<file path="config.mk">
export PLATFORM = sky130hd
export DESIGN_NAME = trigger_subsystem_top
export DESIGN_NICKNAME = d
export VERILOG_FILES = /design/src/hw/trig_pkg.sv /design/src/hw/dummy_signal_generator.sv /design/src/hw/stream_delay_line.sv /design/src/hw/sample_threshold_trigger.sv /design/src/hw/trigger_subsystem_top.sv
export SDC_FILE = /design/constraint.sdc
export NUM_CORES = 1
export LEC_CHECK = 0
export BUFFER_PORTS_ARGS = -buffer_cell sky130_fd_sc_hd__buf_2
export CORE_MARGIN = 2
export CORE_UTILIZATION = 54
export DETAILED_ROUTE_END_ITERATION = 8
export PLACE_DENSITY_LB_ADDON = 0.08
export SLEW_MARGIN = 20
export SYNTH_ARGS = -nofsm -noshare
export SYNTH_HDL_FRONTEND = slang
export SYNTH_SLANG_ARGS = --single-unit
export TNS_END_PERCENT = 1
</file>
<file path="constraint.sdc">
create_clock -name ACLK -period 3.4 [get_ports ACLK]
set_input_delay 0 -clock ACLK [delete_from_list [all_inputs] [get_ports ACLK]]
set_output_delay 0 -clock ACLK [all_outputs]
set_load 0.005 [all_outputs]
</file>
<file path="src/hw/trig_pkg.sv">
package trig_pkg;

    // adc word layout.
    localparam int ADC_RESOLUTION_WIDTH = 12;
    localparam int SAMPLE_WIDTH = 16;
    localparam int SAMPLE_NUM_PER_CLK = 8;

    // low-gain path uses lanes 0 to 3 only.
    localparam int LGAIN_SAMPLE_NUM_PER_CLK = 4;
    localparam int LGAIN_SHIFT = 3; // gain ratio of 8.

    localparam int RFDC_TDATA_WIDTH = SAMPLE_WIDTH * SAMPLE_NUM_PER_CLK;
    localparam int LGAIN_TDATA_WIDTH = SAMPLE_WIDTH * LGAIN_SAMPLE_NUM_PER_CLK;

    // raw sample sits in the top bits of each lane.
    localparam int RAW_LSB = SAMPLE_WIDTH - ADC_RESOLUTION_WIDTH;

    localparam logic signed [ADC_RESOLUTION_WIDTH:0] H_BASELINE_DEFAULT = -13'sd1024;
    localparam logic signed [SAMPLE_WIDTH-1:0] L_BASELINE_DEFAULT = 16'sd128;
    localparam logic signed [SAMPLE_WIDTH-1:0] THRESHOLD_DEFAULT = 16'sd512;

    // matches the trigger latency.
    localparam int DELAY_DEPTH = 1;

    localparam int BEAT_COUNT_WIDTH = 16;
    localparam int LANE_WIDTH = $clog2(SAMPLE_NUM_PER_CLK);

    // input, high-gain and dsp streams.
    typedef struct packed {
        logic [RFDC_TDATA_WIDTH-1:0] tdata;
        logic                        tvalid;
    } rfdc_beat_t;

    typedef struct packed {
        logic [LGAIN_TDATA_WIDTH-1:0] tdata;
        logic                         tvalid;
    } lgain_beat_t;

    // one event per excursion above threshold.
    typedef struct packed {
        logic                        fire;
        logic [LANE_WIDTH-1:0]       lane;
        logic [BEAT_COUNT_WIDTH-1:0] beat_count;
    } trig_event_t;

endpackage

</file>
<file path="src/hw/dummy_signal_generator.sv">
`timescale 1ns/100ps

module dummy_signal_generator (
    input  logic                                             ACLK,
    input  logic                                             ARESET,
    input  logic                                             set_config,
    input  logic signed [trig_pkg::ADC_RESOLUTION_WIDTH:0]   h_gain_baseline_in,
    input  logic signed [trig_pkg::SAMPLE_WIDTH-1:0]         l_gain_baseline_in,
    input  trig_pkg::rfdc_beat_t                             s_axis,
    output logic                                             s_axis_tready,
    output trig_pkg::rfdc_beat_t                             h_beat,
    output trig_pkg::lgain_beat_t                            l_beat,
    output trig_pkg::rfdc_beat_t                             dsp_beat
);

    logic signed [trig_pkg::ADC_RESOLUTION_WIDTH:0] h_baseline_r;
    logic signed [trig_pkg::ADC_RESOLUTION_WIDTH:0] h_baseline_nxt;
    logic signed [trig_pkg::SAMPLE_WIDTH-1:0]       l_baseline_sel;

    logic signed [trig_pkg::ADC_RESOLUTION_WIDTH-1:0] raw [trig_pkg::SAMPLE_NUM_PER_CLK];
    logic signed [trig_pkg::ADC_RESOLUTION_WIDTH:0]   diff [trig_pkg::SAMPLE_NUM_PER_CLK];

    logic [trig_pkg::RFDC_TDATA_WIDTH-1:0]  dsp_tdata;
    logic [trig_pkg::LGAIN_TDATA_WIDTH-1:0] l_tdata;
    logic [trig_pkg::RFDC_TDATA_WIDTH-1:0]  h_idle;
    logic [trig_pkg::LGAIN_TDATA_WIDTH-1:0] l_idle;

    logic clear;

    assign clear = ARESET || set_config;

    // idle patterns follow the baseline being loaded this cycle.
    always_comb begin
        if (ARESET) begin
            h_baseline_nxt = trig_pkg::H_BASELINE_DEFAULT;
        end else if (set_config) begin
            h_baseline_nxt = h_gain_baseline_in;
        end else begin
            h_baseline_nxt = h_baseline_r;
        end
    end

    assign l_baseline_sel = ARESET ? trig_pkg::L_BASELINE_DEFAULT : l_gain_baseline_in;

    always_ff @(posedge ACLK) begin
        h_baseline_r <= h_baseline_nxt;
    end

    always_comb begin
        for (int i = 0; i < trig_pkg::SAMPLE_NUM_PER_CLK; i++) begin
            raw[i] = s_axis.tdata[i*trig_pkg::SAMPLE_WIDTH + trig_pkg::RAW_LSB
                                  +: trig_pkg::ADC_RESOLUTION_WIDTH];
            diff[i] = {raw[i][trig_pkg::ADC_RESOLUTION_WIDTH-1], raw[i]} - h_baseline_r;
            dsp_tdata[i*trig_pkg::SAMPLE_WIDTH +: trig_pkg::SAMPLE_WIDTH] =
                {{(trig_pkg::RAW_LSB-1){diff[i][trig_pkg::ADC_RESOLUTION_WIDTH]}}, diff[i]};
            // sign bit, bits 10..0, zero pad.
            h_idle[i*trig_pkg::SAMPLE_WIDTH +: trig_pkg::SAMPLE_WIDTH] =
                {h_baseline_nxt[trig_pkg::ADC_RESOLUTION_WIDTH],
                 h_baseline_nxt[trig_pkg::ADC_RESOLUTION_WIDTH-2:0],
                 {trig_pkg::RAW_LSB{1'b0}}};
        end
        for (int i = 0; i < trig_pkg::LGAIN_SAMPLE_NUM_PER_CLK; i++) begin
            l_tdata[i*trig_pkg::SAMPLE_WIDTH +: trig_pkg::SAMPLE_WIDTH] =
                {{trig_pkg::RAW_LSB{raw[i][trig_pkg::ADC_RESOLUTION_WIDTH-1]}},
                 raw[i] >>> trig_pkg::LGAIN_SHIFT};
            l_idle[i*trig_pkg::SAMPLE_WIDTH +: trig_pkg::SAMPLE_WIDTH] = l_baseline_sel;
        end
    end

    always_ff @(posedge ACLK) begin
        if (clear) begin
            s_axis_tready <= 1'b0;
        end else begin
            s_axis_tready <= 1'b1;
        end
    end

    always_ff @(posedge ACLK) begin
        if (clear) begin
            h_beat.tdata   <= h_idle;
            h_beat.tvalid  <= 1'b0;
            l_beat.tdata   <= l_idle;
            l_beat.tvalid  <= 1'b0;
            dsp_beat.tdata <= '0;
            dsp_beat.tvalid <= 1'b0;
        end else begin
            h_beat.tdata   <= s_axis.tdata; // passthrough.
            l_beat.tdata   <= l_tdata;
            dsp_beat.tdata <= dsp_tdata;
            // beats offered while not ready are dropped.
            h_beat.tvalid   <= s_axis.tvalid && s_axis_tready;
            l_beat.tvalid   <= s_axis.tvalid && s_axis_tready;
            dsp_beat.tvalid <= s_axis.tvalid && s_axis_tready;
        end
    end

endmodule

</file>
<file path="src/hw/stream_delay_line.sv">
`timescale 1ns/100ps

module stream_delay_line #(
    parameter type payload_t = trig_pkg::rfdc_beat_t,
    parameter int  DEPTH     = trig_pkg::DELAY_DEPTH
) (
    input  logic     ACLK,
    input  logic     ARESET,
    input  payload_t in_beat,
    output payload_t out_beat
);

    payload_t stage [DEPTH];

    always_ff @(posedge ACLK) begin
        if (ARESET) begin
            for (int i = 0; i < DEPTH; i++) begin
                stage[i] <= '0; // tvalid low out of reset.
            end
        end else begin
            stage[0] <= in_beat;
            for (int i = 1; i < DEPTH; i++) begin
                stage[i] <= stage[i-1];
            end
        end
    end

    assign out_beat = stage[DEPTH-1];

endmodule

</file>
<file path="src/hw/sample_threshold_trigger.sv">
`timescale 1ns/100ps

module sample_threshold_trigger (
    input  logic                                     ACLK,
    input  logic                                     ARESET,
    input  logic                                     set_config,
    input  logic signed [trig_pkg::SAMPLE_WIDTH-1:0] threshold_in,
    input  trig_pkg::rfdc_beat_t                     dsp_beat,
    output trig_pkg::trig_event_t                    trig_event
);

    logic signed [trig_pkg::SAMPLE_WIDTH-1:0]  threshold_r;
    logic [trig_pkg::SAMPLE_NUM_PER_CLK-1:0]   hit_mask;
    logic [trig_pkg::LANE_WIDTH-1:0]           first_lane;
    logic [trig_pkg::BEAT_COUNT_WIDTH-1:0]     beat_count;
    logic                                      armed;

    always_ff @(posedge ACLK) begin
        if (ARESET) begin
            threshold_r <= trig_pkg::THRESHOLD_DEFAULT;
        end else if (set_config) begin
            threshold_r <= threshold_in;
        end
    end

    // signed per-lane compare for valid beats only.
    always_comb begin
        for (int i = 0; i < trig_pkg::SAMPLE_NUM_PER_CLK; i++) begin
            hit_mask[i] = dsp_beat.tvalid &&
                ($signed(dsp_beat.tdata[i*trig_pkg::SAMPLE_WIDTH +: trig_pkg::SAMPLE_WIDTH])
                 > threshold_r);
        end
    end

    // lowest hit lane wins.
    always_comb begin
        first_lane = '0;
        for (int i = trig_pkg::SAMPLE_NUM_PER_CLK - 1; i >= 0; i--) begin
            if (hit_mask[i]) begin
                first_lane = i[trig_pkg::LANE_WIDTH-1:0];
            end
        end
    end

    always_ff @(posedge ACLK) begin
        if (ARESET || set_config) begin
            armed      <= 1'b1;
            beat_count <= '0;
            trig_event <= '0;
        end else begin
            trig_event <= '0; // single-cycle event.
            if (dsp_beat.tvalid) begin
                beat_count <= beat_count + 1'b1; // wraps.
                // an empty beat rearms and any hit disarms.
                armed <= ~|hit_mask;
                if (armed && |hit_mask) begin
                    trig_event.fire       <= 1'b1;
                    trig_event.lane       <= first_lane;
                    trig_event.beat_count <= beat_count;
                end
            end
        end
    end

endmodule

</file>
<file path="src/hw/trigger_subsystem_top.sv">
`timescale 1ns/100ps

module trigger_subsystem_top (
    input  logic                                           ACLK,
    input  logic                                           ARESET,
    input  trig_pkg::rfdc_beat_t                           s_axis,
    input  logic                                           set_config,
    input  logic signed [trig_pkg::ADC_RESOLUTION_WIDTH:0] h_gain_baseline,
    input  logic signed [trig_pkg::SAMPLE_WIDTH-1:0]       l_gain_baseline,
    input  logic signed [trig_pkg::SAMPLE_WIDTH-1:0]       threshold,
    output logic                                           s_axis_tready,
    output trig_pkg::rfdc_beat_t                           h_m_axis,
    output trig_pkg::lgain_beat_t                          l_m_axis,
    output trig_pkg::rfdc_beat_t                           dsp_m_axis,
    output trig_pkg::trig_event_t                          trig_event
);

    trig_pkg::rfdc_beat_t  gen_h_beat;
    trig_pkg::lgain_beat_t gen_l_beat;

    dummy_signal_generator u_gen (
        .ACLK               (ACLK),
        .ARESET             (ARESET),
        .set_config         (set_config),
        .h_gain_baseline_in (h_gain_baseline),
        .l_gain_baseline_in (l_gain_baseline),
        .s_axis             (s_axis),
        .s_axis_tready      (s_axis_tready),
        .h_beat             (gen_h_beat),
        .l_beat             (gen_l_beat),
        .dsp_beat           (dsp_m_axis)
    );

    // h and l wait out the trigger latency.
    stream_delay_line #(
        .payload_t (trig_pkg::rfdc_beat_t),
        .DEPTH     (trig_pkg::DELAY_DEPTH)
    ) u_h_delay (
        .ACLK     (ACLK),
        .ARESET   (ARESET),
        .in_beat  (gen_h_beat),
        .out_beat (h_m_axis)
    );

    stream_delay_line #(
        .payload_t (trig_pkg::lgain_beat_t),
        .DEPTH     (trig_pkg::DELAY_DEPTH)
    ) u_l_delay (
        .ACLK     (ACLK),
        .ARESET   (ARESET),
        .in_beat  (gen_l_beat),
        .out_beat (l_m_axis)
    );

    sample_threshold_trigger u_trig (
        .ACLK         (ACLK),
        .ARESET       (ARESET),
        .set_config   (set_config),
        .threshold_in (threshold),
        .dsp_beat     (dsp_m_axis),
        .trig_event   (trig_event)
    );

endmodule

</file>
==> results.cfg, run 1 <==
[global_route]
grt_antenna_before_repair = 0
grt_usage = 0.3252
met2_usage = 0.5583
grt_pass1_vias = 18506
overflow = 0
grt.met3_usage = 0.07018
grt_max_degree = 121
grtUsageMet1 = 0.3985
grt_pass1_wl_um = 108400
top_usage_layer = met2

[die]
ios = 521
rows = 75
start_util = 0.5450
die_width_um = 209.5
dieArea_um2 = 43900
core_area_um2 = 41850
die_height_um = 209.5

[drt]
dr.pass1.iters = 5
vias = 18983
antenna_left = 0
post_drt_wl_per_cell_um = 20.68
drc = 0
viasPerCell = 5.378
first_iter_violations = 1331
routed_wl_um = 73000

[timing]
setup_violations = 0
fin_worst_skew_ns = 0.01786
worst_pin_slew_ns = 0.9632
maxSlewViolCount = 0
max_slew_margin = 0.3579
rsz0062_at_grt = no
fmax_mhz = 318.3
setup-tns-final_ns = 0
min_period_ns = 3.142
finalCritPeriodShare = 0.9240
hold_violations = 0
worst_slack_ns = 0.2583
whs_ns = 0.02963

[clocking]
cts_buffer_depth = 3
postCtsResizedCells = 0
cts_root_buffer = clkbuf_16
cts_htree_levels = 2
path_clk_slew_ns = 0.06
numCtsBuffers = 55
clock_sinks = 557
insertion_delay_ns = 0.61
cts_tree = done

[logic_synthesis]
avgSynthCellArea_um2 = 10.06
synth_fp_nets = 2678
synth-edff-count = 0
synth-async-reset-ratio = 0
ys_seq_elements = 557
ys_types = 63
synth_seq_area_share = 0.4889
synthCells = 2268
synth-main-ff-cell = dfxtp_1
synth_area_um2 = 22810
yosys_warnings = 0

[run]
drv_cap = 0

[layout]
num-fill-cells = 3111
multiInputGateArea_um2 = 10820
fin_cells = 3530
drive_above_1_share = 0.2253
regArea_um2 = 11150
n_antenna_cell = 0
layout.nets = 3355
final_area_um2 = 29660
area_growth_pct = 30.04

[worst_setup_path]
critical_path.startpoint_type = flop
path_cells = inv_1 -> ha_1 -> a21o_1 -> a21oi_1 -> o211ai_1 -> a2111oi_0 -> o32ai_1 -> or3_4 -> o21a_4 -> and2_2
cp.arrival_ns = 3.64
cp.required_ns = 3.90
worst-setup-path-type = flop to flop
worst-path-max-fanout = 19
cp_num_buf_inv = 1
slowest_delay_ns = 0.59
cp_top_family = compound AO/OA/AOI/OAI gates
slowest_stage = a2111oi_0
cp-end-kind = flop

[power_and_ir_drop]
vdd.ir_drop.worst_mv = 0.4122
leakagePower_nw = 14.44
powerDensity_nw_per_um2 = 546.4

[outcome]
status = completed

[placed_design]
port_buffers = 520
placed_cell_area_um2 = 25710
post-place-ws_ns = 0.2382
place_congestion = 0.9297
dp_cells = 3232
hpwlAfterDp_um = 53580

[worst_hold_path]
hold_path.class = input port to flop
==> final timing paths <==
path	slack, ns	end	depth (start not counted)	startpoint
min reg2reg	0.43	u_h_delay.stage[0][65]	1	u_gen.h_beat[65]
min	0.03	u_l_delay.stage[0][52]	2	ARESET
max reg2reg	0.26	u_trig.trig_event[15]	10	u_trig.threshold_r[9]
max	0.26	u_trig.trig_event[15]	10	u_trig.threshold_r[9]
==> sequential cells by signal, indices dropped and copies added, names as in the netlist, 13 cells and up <==
name,cells
u_gen.l_beat,64
u_gen.h_beat,129
u_l_delay.stage,65
u_h_delay.stage,128
u_trig.threshold_r,16
u_gen.dsp_beat,104
u_gen.h_baseline_r,13
u_trig.trig_event,20
u_trig.beat_count,16
==> placed cells by master, fill, tap and decap left out, drive strengths merged, types with 6 or more instances in the layout <==
cell type    instances
a311oi               8
mux2i               22
fa                   8
dfxtp              557
o31ai                6
ha                 225
bufinv               7
nor3                62
nand3               39
a21o                97
clkinvlp             6
nor2               125
xor2                58
clkbuf              78
a31o                10
o21ai               65
nor3b               10
nand4               25
dlygate4sd3        195
o211ai              20
a211oi              11
nor2b              227
and2                61
inv                 89
a21boi              18
o21a                45
or2                  9
a21oi              151
or3                 23
xnor2               16
nand2               75
nand2b              46
or4                  6
and3                10
clkinv              10
buf                535
==> cells in the mapped netlist, drive strengths merged, types with 2 or more instances <==
master	instances	area, µm²
dfxtp	557	11150
nor2b	227	1420
ha	225	2815
a21oi	151	755.7
nor2	125	469.2
a21o	97	728.2
inv	85	319.1
clkbuf	77	289.0
nand2	75	281.5
o21ai	65	325.3
nor3	62	310.3
and2	61	411.7
xor2	58	508.0
nand2b	46	287.8
o21a	45	345.3
nand3	39	195.2
buf	34	232.7
nand4	25	156.4
or3	23	148.9
mux2i	22	220.2
o211ai	20	155.1
a21boi	18	135.1
xnor2	16	140.1
a211oi	11	82.58
a31o	10	87.59
and3	10	62.56
nor3b	10	80.07
or2	9	56.31
a311oi	8	70.07
fa	8	160.2
o31ai	6	45.04
or4	6	45.04
o31a	5	43.79
a22o	4	35.03
o311ai	4	35.03
o41ai	4	35.03
and4	3	26.28
a41o	2	20.02
==> kinds of logic (layout without fill, tap and decap cells) <==
kind of cell | after synthesis | after routing | synth area share
AOI/OAI and AO/OA | 458 | 458 | 0.1301
xor gates and xnor gates | 74 | 74 | 0.02842
adders and majority gates | 233 | 233 | 0.1305
buffers and inverters | 197 | 920 | 0.03703
DFF | 557 | 557 | 0.4889
muxes | 22 | 22 | 0.009655
and+or+nand+nor | 727 | 727 | 0.1754
==> cell type report <==
type                    instances  share of cell area
clock buffers                  77             0.05459
clock inverters                26             0.01274
inverters                      86             0.01093
multi-input cells            1514              0.3646
flip-flops and latches        557              0.3760
well taps                     539             0.02274
repair buffers                731              0.1584
==> metrics by stage <==
step | power, mW | util
2_1_floorplan | 8.654 | -
3_3_place_gp | 9.535 | 0.6143
3_5_place_dp | 9.588 | 0.6143
4_1_cts | 16.24 | 0.7087
5_1_grt | 16.84 | 0.7087
6_report | 16.21 | 0.7087
==> per-layer routing <==
layer	vias up	wire length, µm
met2	730	34730
met3	143	5497
met4	0	2773
met5	-	0
li1	9121	-
met1	8989	30000
==> report_power, final <==
| group | internal, mW | total (mW) | switching [mW] |
|---|---|---|---|
| Clock | 3.88 | 6.51 | 2.63 |
| Combinational | 1.17 | 2.58 | 1.41 |
| Sequential | 6.90 | 7.12 | 0.219 |
| Total | 12.0 | 16.2 | 4.26 |
==> what timing repair did <==
item	in CTS	in global routing
setup buffers	0	0
endpoints found under the hold margin	302	0
hold buffers	195	0
Power figures use the tool's default switching activity.
==> run 2, diff against run 1 <==
--- a/config.mk
+++ b/config.mk
@@ -6,8 +6,10 @@
 export NUM_CORES = 1
 export LEC_CHECK = 0
 export BUFFER_PORTS_ARGS = -buffer_cell sky130_fd_sc_hd__buf_2
+export CORE_ASPECT_RATIO = 1.4
 export CORE_MARGIN = 2
 export CORE_UTILIZATION = 54
+export CTS_CLUSTER_SIZE = 14
 export DETAILED_ROUTE_END_ITERATION = 8
 export PLACE_DENSITY_LB_ADDON = 0.08
 export SLEW_MARGIN = 20
==> results.cfg, run 2 (synthesis results as in run 1) <==
[power_and_ir_drop]
leakagePower_nw = 14.47
vdd.ir_drop.worst_mv = 0.4567
powerDensity_nw_per_um2 = 514.2
total_power_mw = 15.27

[worst_setup_path]
cp.required_ns = 3.86
worstReg2RegEnd = u_trig.trig_event[0]
critical_path.startpoint_type = flop
cp.arrival_ns = 3.74
r2r_cells = 10
slowest_stage = or4_1
cp-end-kind = flop
worst-r2r-setup-slack_ns = 0.13
worst-path-max-fanout = 19
rr_startpoint = u_trig.threshold_r[11]
worst-setup-path-type = flop to flop
path_cells = inv_1 -> ha_1 -> nand4_1 -> or4_1 -> o21ai_0 -> nor2_1 -> mux2i_1 -> nand4b_1 -> o21a_4 -> and2_2
slowest_delay_ns = 0.56

[die]
rows = 89
die_width_um = 177.7
ios = 521
core_area_um2 = 41870
die_height_um = 247.2
dieArea_um2 = 43920
start_util = 0.5447

[timing]
min_period_ns = 3.274
max_slew_margin = 0.3229
rsz0062_at_grt = no
maxSlewViolCount = 0
setup-tns-final_ns = 0
hold_violations = 0
fin_worst_skew_ns = 0.02820
fmax_mhz = 305.4
finalCritPeriodShare = 0.9630
setup_violations = 0
worst_pin_slew_ns = 1.016
worst_slack_ns = 0.1257

[layout]
final_cell_mix = dfxtp_1, buf_2, nor2b_1, dlygate4sd3_1, ha_1
drive_above_1_share = 0.2195
final_common_cell = dfxtp_1
area_growth_pct = 30.18
num-fill-cells = 3241
largest_reg_flops = 129
reg.largest.list = u_gen.h_beat x129, u_h_delay.stage x128, u_gen.dsp_beat x104
top_register = u_gen.h_beat
layout.nets = 3390
fin_util = 0.7091

[drt]
routed_wl_um = 75320
viasPerCell = 5.399
post_drt_wl_per_cell_um = 21.16
first_iter_violations = 894
antenna_left = 0
drc = 0
dr.pass1.iters = 5
vias = 19219

[worst_hold_path]
hold_start = s_axis[19]
worstHoldEndpoint = u_gen.h_beat[19]
min_path_cells = 3
hold_path.class = input port to flop

[clocking]
cts_root_buffer = clkbuf_16
cts_htree_levels = 2
insertion_delay_ns = 0.59
cts_tree = done
path_clk_slew_ns = 0.07
numCtsBuffers = 50
cts_buffer_depth = 3
post_cts_buffers = 0
clock_sinks = 557

[outcome]
status = completed

[placed_design]
post-place-ws_ns = 0.2398
hpwlAfterDp_um = 53710
port_buffers = 520
place_congestion = 0.9234

[global_route]
grt_pass1_wl_um = 109700
grt_pass1_vias = 19315
grt_max_degree = 121
overflow = 0
grt_usage = 0.3351
grt_antenna_before_repair = 3

[run]
drv_cap = 0
run 2: worst max-delay path by stage:
| stage | start | endpoint | slack [ns] | cells past startpoint |
|---|---|---|---|---|
| floorplan | u_trig.threshold_r[9] | u_trig.trig_event[10] | 0.69 | 11 |
| global placement | u_trig.threshold_r[11] | u_trig.trig_event[6] | 0.36 | 10 |
| detailed placement | u_trig.threshold_r[11] | u_trig.trig_event[1] | 0.24 | 10 |
| CTS | u_trig.threshold_r[11] | u_trig.trig_event[0] | 0.22 | 10 |
| global route | u_trig.threshold_r[11] | u_trig.trig_event[17] | 0.02 | 10 |
| finish | u_trig.threshold_r[11] | u_trig.trig_event[0] | 0.13 | 10 |
run 2: timing repair:
| action | CTS | global route |
|---|---|---|
| resized for setup | 0 | 1 |
| endpoints found under the setup margin | 0 | 9 |
| endpoints found under the hold margin | 347 | 0 |
| hold buffers | 227 | 0 |
run 2: metrics by stage:
step                cell area (µm²)  hold slack [ns]  instances
floorplan                     22810           0.1102       2268
global placement              25790           0.1987       3247
detailed placement            25800           0.2029       3247
CTS                           29680           0.1151       3557
global route                  29690           0.1351       3559
finish                        29690           0.1364       3560
run 2: power breakdown:
part	leakage, nW	internal, mW	switching [mW]
logic	9.09	1.20	1.39
clock network	0.783	3.12	2.44
registers	4.59	6.90	0.220
total	14.5	11.2	4.05
run 2: critical path: cells and delay by family (launching register included):
| kind | cells | cell delay (ns) |
|---|---|---|
| AOI/OAI and AO/OA | 2 | 0.60 |
| adders and majority gates | 1 | 0.44 |
| and+or+nand+nor | 5 | 1.20 |
| DFF | 1 | 0.35 |
| muxes | 1 | 0.30 |
| buffers and inverters | 1 | 0.27 |
run 2: metal layers:
| metal | vias up | wire (µm) | global-route usage |
|---|---|---|---|
| met5 | - | 0 | 0 |
| met4 | 0 | 5337 | 0.2155 |
| met3 | 239 | 3876 | 0.05304 |
| met2 | 675 | 38840 | 0.6237 |
| met1 | 9106 | 27260 | 0.3437 |
| li1 | 9199 | - | - |
run 2: cell type report:
cell class | count | area (µm²) | share of cell area
diodes | 3 | 7.507 | 0.0002528
clock buffers | 70 | 1446 | 0.04871
clock inverters | 13 | 166.4 | 0.005605
inverters | 86 | 324.1 | 0.01091
multi-input cells | 1514 | 10820 | 0.3644
flip-flops and latches | 557 | 11150 | 0.3756
well taps | 546 | 683.2 | 0.02301
repair buffers | 771 | 5092 | 0.1715
==> run 3, diff against run 2 <==
--- a/config.mk
+++ b/config.mk
@@ -5,7 +5,7 @@
 export SDC_FILE = /design/constraint.sdc
 export NUM_CORES = 1
 export LEC_CHECK = 0
-export BUFFER_PORTS_ARGS = -buffer_cell sky130_fd_sc_hd__buf_2
+export BUFFER_PORTS_ARGS = -buffer_cell sky130_fd_sc_hd__clkbuf_2
 export CORE_ASPECT_RATIO = 1.4
 export CORE_MARGIN = 2
 export CORE_UTILIZATION = 54
==> results.cfg, run 3 (synthesis results as in run 1) <==
[die]
dieArea_um2 = 43920
die_height_um = 247.2
start_util = 0.5447
rows = 89
core_area_um2 = 41870
ios = 521
die_width_um = 177.7

[worst_setup_path]
cp.required_ns = 3.87
worst-path-max-fanout = 19
cp-end-kind = flop
worst-setup-path-type = flop to flop
critical_path.startpoint_type = flop
cp.arrival_ns = 3.69
rr_startpoint = u_trig.threshold_r[14]
critPathLaunch = u_trig.threshold_r[14]

[clocking]
cts_buffer_depth = 3
path_clk_slew_ns = 0.06
cts_htree_levels = 2
cts_root_buffer = clkbuf_16
numCtsBuffers = 50
post_cts_buffers = 0
cts_tree = done
clock_sinks = 557
insertion_delay_ns = 0.59

[drt]
first_iter_violations = 1049
dr.pass1.iters = 5
vias = 19215
routed_wl_um = 74860
antenna_left = 0
viasPerCell = 5.440
wl_met2_um = 37420
wl_met1_um = 27120
post_drt_wl_per_cell_um = 21.20
routed.top_layer = met4
drc = 0
wl_met3_um = 4195

[global_route]
grt_pass1_wl_um = 109400
grt_pass1_vias = 19182
grt_antenna_before_repair = 1
grt_max_degree = 132
overflow = 0
grt_usage = 0.3346

[placed_design]
hpwlAfterDp_um = 54060
port_buffers = 520
place_congestion = 0.8968
dp_cells = 3245

[power_and_ir_drop]
p_int_mw = 11.10
powerDensity_nw_per_um2 = 515.6
swShare = 0.2670
switchingPower_mw = 4.044
comb_power_share = 0.169
leakagePower_nw = 14.12
p_seq_frac = 0.470
clkPwrFrac = 0.360
vdd.ir_drop.worst_mv = 0.4043

[outcome]
status = completed

[run]
drv_cap = 0

[timing]
fin_worst_skew_ns = 0.01584
finalCritPeriodShare = 0.9472
maxSlewViolCount = 0
setup_violations = 0
fmax_mhz = 310.5
worst_pin_slew_ns = 1.163
hold_violations = 0
max_slew_margin = 0.2248
setup-tns-final_ns = 0
whs_ns = 0.01904
min_period_ns = 3.221
rsz0062_at_grt = no

[layout]
fin_cells = 3532
drive_above_1_share = 0.2194
final_common_cell = dfxtp_1
top_register = u_gen.h_beat
reg.largest.list = u_gen.h_beat x129, u_h_delay.stage x128, u_gen.dsp_beat x104
final_cell_mix = dfxtp_1, clkbuf_2, nor2b_1
area_growth_pct = 28.78
layout.nets = 3363
largest_reg_flops = 129

[worst_hold_path]
hold_start = h_gain_baseline[12]
hold_path.class = input port to flop
run 3: cell count changes in the layout (fill, tap and decap cells not counted), sizes merged:
cell / change
bufinv: -1
clkbuf: +521
inv: +1
clkinvlp: +1
buf: -520
dlygate4sd3: -25
diode: -2
clkinv: -3
run 3: worst max-delay path, stage by stage (launching register included):
cell,delay [ns]
dfxtp_1,0.34
inv_1,0.21
ha_1,0.41
nand4_1,0.16
or4_1,0.59
o21ai_0,0.24
nor2_1,0.09
mux2i_2,0.26
nand4b_1,0.23
o21a_4,0.35
and2_2,0.22
run 3: power by group through the flow:
stage | logic (mW) | clock network, mW | registers, mW
finish | 2.56 | 5.46 | 7.12
global route | 2.83 | 5.78 | 7.15
CTS | 2.54 | 5.52 | 7.12
detailed placement | 2.33 | 0 | 7.26
global placement | 2.27 | 0 | 7.26
floorplan | 1.47 | 0 | 7.18
run 3: what timing repair did:
action,in CTS,in global routing
resized for setup,0,1
endpoints found under the hold margin,347,0
hold buffers,202,0
setup endpoints to repair,0,4
run 3: cell type report:
type / count / area, µm²
diodes: 1 / 2.502
clock buffers: 73 / 1449
clock inverters: 11 / 116.4
fillers: 3276 / 12500
inverters: 86 / 324.1
multi-input cells: 1514 / 10820
flip-flops and latches: 557 / 11150
well taps: 546 / 683.2
repair buffers: 744 / 4827
run 3: routing by layer:
| metal | GRT usage | vias to the layer above |
|---|---|---|
| li1 | - | 9136 |
| met3 | 0.04951 | 269 |
| met4 | 0.2430 | 0 |
| met2 | 0.6035 | 774 |
| met5 | 0 | - |
| met1 | 0.3507 | 9036 |
run 3: final timing paths:
kind / end / slack (ns) / cells after the start
max reg2reg: u_trig.trig_event[3] / 0.18 / 10
max: u_trig.trig_event[3] / 0.18 / 10
min: u_gen.h_beat[48] / 0.02 / 3
min reg2reg: u_h_delay.stage[0][84] / 0.43 / 1
run 3: per-stage QoR:
stage / total power [mW] / setup WS [ns] / cell area (µm²) / util
finish: 15.15 / 0.1795 / 29370 / 0.7015
global route: 15.76 / 0.05496 / 29370 / 0.7015
CTS: 15.18 / 0.1899 / 29370 / 0.7014
detailed placement: 9.591 / 0.2224 / 25780 / 0.6157
global placement: 9.527 / 0.3238 / 25780 / 0.6157
floorplan: 8.654 / 0.6899 / 22810 / -
